`config.mk`:
```
export PLATFORM = sky130hd
export DESIGN_NAME = operand_bypass
export DESIGN_NICKNAME = d
export VERILOG_FILES = /design/src/rtl/rv_isa_pkg.sv /design/src/rtl/rv_pipe_pkg.sv /design/src/rtl/operand_bypass.sv
export VERILOG_INCLUDE_DIRS = /design/src /design/src/include
export SDC_FILE = /design/constraint.sdc
export NUM_CORES = 1
export LEC_CHECK = 0
export BUFFER_PORTS_ARGS = -buffer_cell sky130_fd_sc_hd__buf_4
export CAP_MARGIN = 25
export CORE_AREA = 8 8 143 145
export DETAILED_ROUTE_END_ITERATION = 8
export DIE_AREA = 0 0 151 153
export GPL_ROUTABILITY_DRIVEN = 0
export GPL_TIMING_DRIVEN = 0
export PLACE_DENSITY = 0.54
export SYNTH_ARGS = -nofsm -noshare
export SYNTH_HDL_FRONTEND = slang
export SYNTH_SLANG_ARGS = --single-unit
```
`constraint.sdc`:
```
create_clock -name vclk -period 1.5
set_clock_uncertainty 0.2 [all_clocks]
set_input_delay 0.15 -clock vclk [all_inputs]
set_output_delay 0.15 -clock vclk [all_outputs]
set_load 0.01 [all_outputs]
```
`src/include/rv_defs.svh`:
```
`ifndef RV_DEFS_SVH
`define RV_DEFS_SVH

// data path and address width.
`define RV_XLEN 32

// architectural integer registers including x0.
`define RV_REG_COUNT 32

// data memory size in 32-bit words.
`define RV_DMEM_WORDS 256

// word index width as log2 of RV_DMEM_WORDS.
`define RV_DMEM_AW 8

`endif
```
`src/rtl/rv_isa_pkg.sv`:
```
`default_nettype none

package rv_isa_pkg;

    // register index from x0 to x31.
    typedef logic [4:0] reg_idx_t;

    // what the instruction writes back.
    typedef enum logic [2:0] {
        RES_ALU    = 3'd0,
        RES_MEM    = 3'd1,
        RES_PC4    = 3'd2,
        RES_IMM    = 3'd3,
        RES_TARGET = 3'd4
    } result_src_e;

    // funct3 of loads and stores.
    // stores only use B, H and W.
    typedef enum logic [2:0] {
        MEM_B  = 3'b000,
        MEM_H  = 3'b001,
        MEM_W  = 3'b010,
        MEM_BU = 3'b100,
        MEM_HU = 3'b101
    } mem_size_e;

endpackage

`default_nettype wire

```
`src/rtl/rv_pipe_pkg.sv`:
```
`default_nettype none

`include "rv_defs.svh"

package rv_pipe_pkg;

    // execute to memory stage.
    typedef struct packed {
        logic [`RV_XLEN-1:0]     alu_result;
        logic [`RV_XLEN-1:0]     write_data;
        logic [`RV_XLEN-1:0]     imm_ext;
        logic [`RV_XLEN-1:0]     pc_plus4;
        logic [`RV_XLEN-1:0]     pc_target;
        rv_isa_pkg::reg_idx_t    rd;
        rv_isa_pkg::result_src_e result_src;
        rv_isa_pkg::mem_size_e   mem_size;
        logic                    reg_write;
        logic                    mem_write;
    } ex_mem_t;

    // memory to writeback stage.
    // load data itself arrives from the memory read register.
    typedef struct packed {
        logic [`RV_XLEN-1:0]   result;
        logic [1:0]            byte_off;
        rv_isa_pkg::mem_size_e mem_size;
        logic                  is_load;
        rv_isa_pkg::reg_idx_t  rd;
        logic                  reg_write;
    } mem_wb_t;

    // register file write port.
    typedef struct packed {
        logic                 valid;
        rv_isa_pkg::reg_idx_t rd;
        logic [`RV_XLEN-1:0]  data;
    } wb_port_t;

endpackage

`default_nettype wire

```
`src/rtl/operand_bypass.sv`:
```
`timescale 1ns/100ps
`default_nettype none

`include "rv_defs.svh"

module operand_bypass (
    input  wire rv_isa_pkg::reg_idx_t  e_rs1,
    input  wire rv_isa_pkg::reg_idx_t  e_rs2,
    input  wire logic                  m_valid,
    input  wire rv_pipe_pkg::ex_mem_t  m,
    input  wire logic [`RV_XLEN-1:0]   m_result,
    input  wire rv_pipe_pkg::wb_port_t wb,
    input  wire logic [`RV_XLEN-1:0]   rd1,
    input  wire logic [`RV_XLEN-1:0]   rd2,
    output logic [`RV_XLEN-1:0]        e_fwd_a,
    output logic [`RV_XLEN-1:0]        e_fwd_b,
    output logic                       load_use_stall
);

    logic m_writes;
    logic m_is_load;

    assign m_writes  = m_valid & m.reg_write & (m.rd != '0);
    assign m_is_load = (m.result_src == rv_isa_pkg::RES_MEM);

    // youngest producer wins.
    function automatic logic [`RV_XLEN-1:0] pick(
        input rv_isa_pkg::reg_idx_t rs,
        input logic [`RV_XLEN-1:0]  rf_val
    );
        logic [`RV_XLEN-1:0] val;
        if (rs == '0) begin
            val = '0;
        end else if (m_writes && !m_is_load && m.rd == rs) begin
            val = m_result;
        end else if (wb.valid && wb.rd == rs) begin
            val = wb.data;
        end else begin
            val = rf_val;
        end
        return val;
    endfunction

    assign e_fwd_a = pick(e_rs1, rd1);
    assign e_fwd_b = pick(e_rs2, rd2);

    // load data only exists one stage later.
    // the bubble behind it clears this next cycle.
    assign load_use_stall = m_writes & m_is_load &
                            ((m.rd == e_rs1) | (m.rd == e_rs2));

endmodule

`default_nettype wire

```
==> results.yml <==
setup_path:
  crit_arrival_ps: 1790
  required_ps: 1150
  crit_path_end_kind: "output port"
  max_stage_delay_ps: 270
  worstPathCellList: "buf_8 > xor2_1 > nor4_1 > and3_1 > buf_6 > buf_12 > buf_12 > mux2i_4 > a211oi_2 > buf_4"
  cp_slowest_cell: "nor4_1"
  cp_max_fo: 5
  path_class: "in2out"
  critPathLaunchType: "primary input"
  crit_path_frequent_cell: "buf_12"
place:
  io_buffer_count: 219
  numPlacedInstances: 716
  place_hpwl_um: 12100
routing:
  viasPerCell: 4.14
  firstDrtPassIters: 4
  vias: 3028
  drc: 0
  dr.first_iter.drc_count: 99
  ant_nets: 0
  wire_per_inst_um: 20.1
  finalWirelength_um: 14700
pwr:
  power.leakage_nw: 2.07
  comb_power_share: 1.000
  p_int_mw: 0.715
  p_switching_mw: 0.501
  p_clk_frac: 0
  worst_ir_drop_vdd_mv: 0.0993
  pwr-share-seq: 0
  switching_share: 0.412
  power.total_mw: 1.22
  cellPowerDensity_nw_per_um2: 241
logic_synthesis:
  synth_area_per_cell_um2: 7.49
  netlist_area_um2: 1970
  syn_inst: 263
  yosys_warnings: 0
  synth_nets: 581
  synth-seq-area-share: 0
  ys_types: 22
final_layout:
  antenna_cells: 0
  seq_cells: 0
  final_cells: 731
  multi_input_area_um2: 2480
  drive_gt1_frac: 0.767
  n_fill_cell: 2012
  syn_to_final_growth_pct: 156
  regArea_um2: 0
  final.clkbuf_count: 0
  nets: 817
  final_core_util: 0.276
global_route:
  grt_max_degree: 11
  grt_pass1_vias: 3405
  antenna_found_initial: 0
  grt_usage: 0.116
  grt-ovfl-total: 0
  grt_pass1_wl_um: 20800
sta:
  setup_viol: 64
  setup_ws_ps: -642
  fmax_mhz: 467
  max_slew.worst_pin.slew_ps: 332
  rsz0062_at_grt: "yes"
  min_period_ps: 2140
  hold_viol: 0
  slew_headroom: 0.779
  period_share: 1.43
  slew_violations: 0
flow_run:
  maxCapViolations: 0
clock_tree:
  cts-hold-fix-buffers: 0
floorplanning:
  start_util: 0.108
  fp.dieH_um: 153
  io_pins: 383
  dieWidth_um: 151
  dieArea_um2: 23100
  fp-row-count: 50
  core-area_um2: 18300
run_status:
  status: "complete, but fails checks"
  violations: "setup timing"
worst_hold_path:
  hold_path_class: "in2out"
[per-stage QoR]
| stage | area (um^2) | setup TNS (ps) | setup WS [ps] | hold WS, ps |
|---|---|---|---|---|
| floorplan | 2280 | -9480 | -155 | 265 |
| global placement | 4210 | -42730 | -852 | 508 |
| detailed placement | 4210 | -42820 | -829 | 500 |
| CTS | 4690 | -36780 | -637 | 505 |
| global route | 5050 | -41280 | -713 | 531 |
| finish | 5050 | -35910 | -642 | 493 |
[placed cells by master (no fill, tap or decap), types with 5 or more instances in the layout]
cell type,synthesis,layout
xnor2_1,5,5
a211oi_2,14,63
buf_6,2,23
xor2_1,15,13
buf_12,6,9
nor2_1,68,66
buf_4,1,217
mux2i_2,0,20
mux2i_4,0,27
mux2i_1,64,17
[final cells by class]
cell class	instances	share of cell area
plain buffers	27	0.0704
inverters	1	0.000744
multi-input cells	235	0.492
well taps	234	0.0580
repair buffers	234	0.379
[power by group through the flow]
stage	Clock, mW	Combinational (mW)	Sequential (mW)
2_1_floorplan	0	0.394	0
3_3_place_gp	0	1.04	0
3_5_place_dp	0	1.04	0
4_1_cts	0	1.13	0
5_1_grt	0	1.29	0
6_report	0	1.22	0
[worst max-delay path: cells and delay by family]
family | cells | cell delay [ps]
buffers and inverters | 5 | 640
AND/OR/NAND/NOR | 2 | 480
multiplexers | 1 | 250
XOR/XNOR | 1 | 150
AO/OA/AOI/OAI | 1 | 100
[cell usage after synthesis]
master    number  area [um^2]
buf_2         13         65.1
a21oi_1        1         5.00
nor2_1        68          255
o21ai_0        1         5.00
mux2i_1       64          641
xnor2_1        5         43.8
nand4b_1       1         8.76
inv_1          1         3.75
nand3_1        1         5.00
buf_12         6          120
and3_1         3         18.8
nor3b_1        1         7.51
a211oi_1      51          383
nor3_1         1         5.00
xor2_1        15          131
buf_4          1         7.51
nor4_1         3         18.8
nand2_1        4         15.0
or4_1          2         15.0
buf_6          2         22.5
a211oi_2      14          175
clkbuf_1       5         18.8
[path summary, 6_finish.rpt]
check | start | endpoint | depth (start not counted)
setup / recovery | wb[32] | e_fwd_b[20] | 10
hold / removal | m[6] | load_use_stall | 4
[metal layers]
layer / part of all wire / GRT usage / up-vias
met1: 0.43 / 0.149 / 1418
li1: - / - / 1449
met5: 0 / 0 / -
met2: 0.47 / 0.197 / 161
met4: 0 / 0 / 0
met3: 0.11 / 0.0357 / 0
[kinds of logic after synthesis]
group	synth area share
AND/OR/NAND/NOR	0.177
buffers and inverters	0.121
multiplexers	0.325
AO/OA/AOI/OAI	0.288
XOR/XNOR	0.0889
[timing repair]
action                                 CTS  global route
setup endpoints to repair               64            65
gates cloned                             3             1
buffers inserted                         9             4
resized for setup                       67            67
endpoints found under the hold margin    0             0
pin swaps                               11            20
Power figures use the tool's default switching activity.
