**config.mk**
```make
export PLATFORM = sky130hd
export DESIGN_NAME = reg_file
export DESIGN_NICKNAME = d
export VERILOG_FILES = /design/src/rtl/rv_isa_pkg.sv /design/src/rtl/rv_pipe_pkg.sv /design/src/rtl/reg_file.sv
export VERILOG_INCLUDE_DIRS = /design/src /design/src/include
export SDC_FILE = /design/constraint.sdc
export NUM_CORES = 2
export LEC_CHECK = 0
export BUFFER_PORTS_ARGS = -buffer_cell sky130_fd_sc_hd__buf_4
export CAP_MARGIN = 30
export CORE_ASPECT_RATIO = 1.2
export CORE_UTILIZATION = 57
export DETAILED_ROUTE_END_ITERATION = 6
export PLACE_DENSITY_LB_ADDON = 0.25
export SYNTH_ARGS = -nofsm -noshare
export SYNTH_HDL_FRONTEND = slang
export SYNTH_SLANG_ARGS = --single-unit
```
**constraint.sdc**
```tcl
create_clock -name clk -period 2 [get_ports clk]
set_input_delay 0.3 -clock clk [delete_from_list [all_inputs] [get_ports clk]]
set_output_delay 0.3 -clock clk [all_outputs]
set_load 0.02 [all_outputs]
```
**src/include/rv_defs.svh**
```systemverilog
`ifndef RV_DEFS_SVH
`define RV_DEFS_SVH

// data path and address width.
`define RV_XLEN 32

// architectural integer registers including x0.
`define RV_REG_COUNT 32

// data memory size in 32-bit words.
`define RV_DMEM_WORDS 256

// word index width as log2 of RV_DMEM_WORDS.
`define RV_DMEM_AW 8

`endif
```
**src/rtl/rv_isa_pkg.sv**
```systemverilog
`default_nettype none

package rv_isa_pkg;

    // register index from x0 to x31.
    typedef logic [4:0] reg_idx_t;

    // what the instruction writes back.
    typedef enum logic [2:0] {
        RES_ALU    = 3'd0,
        RES_MEM    = 3'd1,
        RES_PC4    = 3'd2,
        RES_IMM    = 3'd3,
        RES_TARGET = 3'd4
    } result_src_e;

    // funct3 of loads and stores.
    // stores only use B, H and W.
    typedef enum logic [2:0] {
        MEM_B  = 3'b000,
        MEM_H  = 3'b001,
        MEM_W  = 3'b010,
        MEM_BU = 3'b100,
        MEM_HU = 3'b101
    } mem_size_e;

endpackage

`default_nettype wire

```
**src/rtl/rv_pipe_pkg.sv**
```systemverilog
`default_nettype none

`include "rv_defs.svh"

package rv_pipe_pkg;

    // execute to memory stage.
    typedef struct packed {
        logic [`RV_XLEN-1:0]     alu_result;
        logic [`RV_XLEN-1:0]     write_data;
        logic [`RV_XLEN-1:0]     imm_ext;
        logic [`RV_XLEN-1:0]     pc_plus4;
        logic [`RV_XLEN-1:0]     pc_target;
        rv_isa_pkg::reg_idx_t    rd;
        rv_isa_pkg::result_src_e result_src;
        rv_isa_pkg::mem_size_e   mem_size;
        logic                    reg_write;
        logic                    mem_write;
    } ex_mem_t;

    // memory to writeback stage.
    // load data itself arrives from the memory read register.
    typedef struct packed {
        logic [`RV_XLEN-1:0]   result;
        logic [1:0]            byte_off;
        rv_isa_pkg::mem_size_e mem_size;
        logic                  is_load;
        rv_isa_pkg::reg_idx_t  rd;
        logic                  reg_write;
    } mem_wb_t;

    // register file write port.
    typedef struct packed {
        logic                 valid;
        rv_isa_pkg::reg_idx_t rd;
        logic [`RV_XLEN-1:0]  data;
    } wb_port_t;

endpackage

`default_nettype wire

```
**src/rtl/reg_file.sv**
```systemverilog
`timescale 1ns/100ps
`default_nettype none

`include "rv_defs.svh"

module reg_file (
    input  wire logic                  clk,
    input  wire logic                  rst_n,
    input  wire rv_pipe_pkg::wb_port_t wb,
    input  wire rv_isa_pkg::reg_idx_t  rs1,
    input  wire rv_isa_pkg::reg_idx_t  rs2,
    output logic [`RV_XLEN-1:0]        rd1,
    output logic [`RV_XLEN-1:0]        rd2
);

    logic [`RV_XLEN-1:0] regs [`RV_REG_COUNT];

    always_ff @(posedge clk or negedge rst_n) begin
        if (!rst_n) begin
            for (int i = 0; i < `RV_REG_COUNT; i++) begin
                regs[i] <= '0;
            end
        end else if (wb.valid && wb.rd != '0) begin
            regs[wb.rd] <= wb.data;
        end
    end

    // asynchronous read.
    // same-cycle writes are covered by the bypass.
    assign rd1 = (rs1 == '0) ? '0 : regs[rs1];
    assign rd2 = (rs2 == '0) ? '0 : regs[rs2];

endmodule

`default_nettype wire

```
==> out/summary.md <==
* **kind of start point of the critical path** register
* **Detailed Routing Iterations Pass 1** 5
* **number of antenna violations at the first check in global routing** 9
* **number of enable flip-flop cells after synthesis** 0
* **Worst IR Drop VDD** 732 uV
* **critical path class** reg2out
* **grt total ovfl** 0
* **total count of max-transition violations in the final report** 0
* **core outline area** 94200 um^2
* **DRC violations left** 0
* **maximum clock frequency** 361 MHz
* **class of the tightest hold or removal check** in2reg
* **transition time of the tightest slew-check pin** 0.786 ns
* **highest net fanout along the worst path** 2
* **per-cell routed wire length** 35.6 um
* **TNS Setup** -37.96 ns
* **violated checks** setup timing
* **final worst clock skew** 0 ns
* **initial DRC count** 4288
* **count of max-cap constraint violations** 0
* **fraction of registers with async set or reset after synthesis** 100%
* **register name with the most flops** regs
* **Final Total Pwr** 63.0 mW
* **max-slew headroom at the worst pin** 47.6%
* **WP data arrival** 2.47 ns
* **worst setup slack after layout** -0.772 ns
* **Synth Area per Inst** 15.0 um^2
* **summed area of non-filler cells in the final layout** 66400 um^2
* **number of top-level pins** 114
* **DRT antenna net count** 0
* **# rows** 123
* **combined area of the multi-input logic cells** 28800 um^2
* **Clock H-tree levels** 3
* **die area** 96600 um^2
* **number of filler instances in the final layout** 5917
* **post-synthesis instance area** 54400 um^2
* **sequential cell area** 25600 um^2
* **clock root cell** sky130_fd_sc_hd__clkbuf_16
* **Setup WS pre-CTS** -0.573 ns
* **clock transition at the register clock pins on the worst setup and hold paths after CTS** 0.06 ns
* **count of synthesis-stage warnings from yosys** 0
* **setup repair after global routing missed its margin** true
* **post-detailed-route via-to-cell ratio** 7.30
* **Mapped Nets** 3671
* **Max stage delay cell, worst path** sky130_fd_sc_hd__mux4_2
* **result of the run** complete, but fails checks
* **final hold slack** 0.0987 ns
* **number of global-route vias before repair** 40600
* **post-route core utilization** 70.5%
* **post-synthesis sequential area ratio** 47.1%
* **Setup-failing EPs final** 64
* **flip-flop count of the largest register after layout** 1024
* **clock tree from TritonCTS** yes
* **required time of the critical path** 1.70 ns
* **post-synthesis cell count** 3621
* **type of destination of the critical path** output port
* **total power density per cell area** 949 nW/um^2
* **width of the chip** 284 um
* **Final Instance Count excl. Fillers** 5233
* **post-placement cell count** 5008
* **Synth Register Bits** 1024
* **synthesis-to-finish area growth** 22.1%
* **pin count of the biggest net entering global routing** 87
* **maximum clock path buffer count** 3
* **share of the cycle needed by the critical path after routing** 139%
* **Detailed Place HPWL** 118 mm
* **Num CTS Buffers** 104
* **number of clock sinks** 1024
* **first-pass GRT wire length** 275 mm
* **static leakage** 28.7 nW
* **via count** 38200
* **Detailed Route WL** 186 mm
* **global placement routability congestion** 0.922
* **cells traversed along the worst timing path** buf_6 -> mux4_2 -> mux2_4 -> o21ai_4 -> a311oi_4 -> buf_6
* **Die H** 340 um
* **placed cell areas** 61100 um^2
* **cell occurring most often along the worst timing path** sky130_fd_sc_hd__buf_6
* **registers with the most flip-flops** regs: 1024 flops
* **share of final-layout standard cells stronger than drive strength 1** 64.3%
* **prevailing post-synth register cell** sky130_fd_sc_hd__dfrtp_1
* **clock latency on the worst-skew pair** 0.69 ns
* **GRT Resource Usage Total** 39.1%
* **Total Nets Final** 3941
* **worst stage delay on the critical path** 0.45 ns
* **final count of hold timing violations** 0
* **buffers added on ports** 113
* **post-layout min period** 2.77 ns
* **number of library cell types mapped by synthesis** 35
* **starting utilization of the core area** 57.7%
[path summary, 6_finish.rpt]
kind / startpoint / endpoint / slack (ns) / depth (start not counted)
setup / recovery: regs[718] / rd1[14] / -0.77 / 6
hold / removal: wb[5] / regs[549] / 0.1 / 2
setup reg to reg: regs[650] / regs[650] / 0.97 / 3
hold reg to reg: regs[994] / regs[994] / 0.40 / 0
max in group asynchronous: rst_n / regs[899] / 0.82 / 3
min in group asynchronous: rst_n / regs[728] / 0.15 / 2
[layer usage]
layer	routed length (um)	GRT usage (%)	vias up
li1	-	-	14600
met1	66600	49.8	20300
met2	86500	59.8	2581
met3	20700	11.2	713
met4	12200	23.1	4
met5	23	0	-
[where the power goes]
group,switching [mW],total (mW),internal [mW]
Combinational,5.96,14.6,8.68
Clock,8.60,20.5,11.9
Sequential,3.17,27.8,24.7
Total,17.7,63.0,45.2
[logic make-up after synthesis]
group           after synthesis  share of synthesized area [%]
simple gates                165                           1.61
buf+inv                     434                           3.63
compound gates              366                           4.84
flops                      1024                           47.1
mux                        1632                           42.8
[cells in the final DEF, fill, tap and decap left out, types with 26 or more instances in the layout]
cell type,count
sky130_fd_sc_hd__mux4_2,448
sky130_fd_sc_hd__nor2b_1,57
sky130_fd_sc_hd__a211oi_2,60
sky130_fd_sc_hd__clkbuf_16,105
sky130_fd_sc_hd__nand2_1,38
sky130_fd_sc_hd__o21ai_1,44
sky130_fd_sc_hd__clkbuf_8,26
sky130_fd_sc_hd__mux2_4,49
sky130_fd_sc_hd__o21ai_2,43
sky130_fd_sc_hd__buf_12,174
sky130_fd_sc_hd__a221oi_2,26
sky130_fd_sc_hd__buf_4,389
sky130_fd_sc_hd__a22oi_1,53
sky130_fd_sc_hd__mux2_2,997
sky130_fd_sc_hd__a311oi_2,49
sky130_fd_sc_hd__clkinv_2,26
sky130_fd_sc_hd__mux2i_1,128
sky130_fd_sc_hd__dfrtp_1,1024
sky130_fd_sc_hd__buf_6,27
[worst max-delay path: cells and delay by family (launching register included)]
family | cells | cell delay [ns]
DFF | 1 | 0.40
buffers and inverters | 2 | 0.34
muxes | 2 | 0.76
AOI/OAI and AO/OA | 2 | 0.26
[repair_timing]
item / in CTS / in global routing
gates resized for setup: 265 / 89
hold endpoints to repair: 49 / 0
pin swaps: 48 / 38
endpoints found under the setup margin: 64 / 64
buffers inserted: 16 / 17
hold buffers: 1 / 0
[layout make-up]
class / count / share of cell area (%)
diodes: 7 / 0.0264
inverters: 2 / 0.0151
flip-flops and latches: 1024 / 38.6
clock buffers: 145 / 4.58
clock inverters: 46 / 0.829
well taps: 1250 / 2.36
multi-input cells: 2163 / 43.4
repair buffers: 596 / 10.2
[cell usage after synthesis, types with 2 or more instances]
cell type	n	area [um^2]
sky130_fd_sc_hd__a211oi_1	64	480
sky130_fd_sc_hd__a221oi_1	46	403
sky130_fd_sc_hd__a22oi_1	64	480
sky130_fd_sc_hd__a311oi_1	64	561
sky130_fd_sc_hd__buf_1	3	11.3
sky130_fd_sc_hd__buf_2	170	851
sky130_fd_sc_hd__buf_4	34	255
sky130_fd_sc_hd__clkbuf_1	223	837
sky130_fd_sc_hd__dfrtp_1	1024	25600
sky130_fd_sc_hd__inv_1	2	7.51
sky130_fd_sc_hd__mux2_1	10	113
sky130_fd_sc_hd__mux2_2	1046	11800
sky130_fd_sc_hd__mux2i_1	128	1280
sky130_fd_sc_hd__mux4_2	448	10100
sky130_fd_sc_hd__nand2_1	49	184
sky130_fd_sc_hd__nand2b_1	5	31.3
sky130_fd_sc_hd__nand4b_1	3	26.3
sky130_fd_sc_hd__nor2_1	19	71.3
sky130_fd_sc_hd__nor2b_1	71	444
sky130_fd_sc_hd__nor3_1	3	15.0
sky130_fd_sc_hd__nor3b_1	2	15.0
sky130_fd_sc_hd__o2111ai_1	18	158
sky130_fd_sc_hd__o21ai_0	101	505
sky130_fd_sc_hd__o21ai_1	9	45.0
sky130_fd_sc_hd__or2_2	2	12.5
sky130_fd_sc_hd__or3_1	3	18.8
sky130_fd_sc_hd__or4_1	2	15.0
Power figures use the tool's default switching activity.
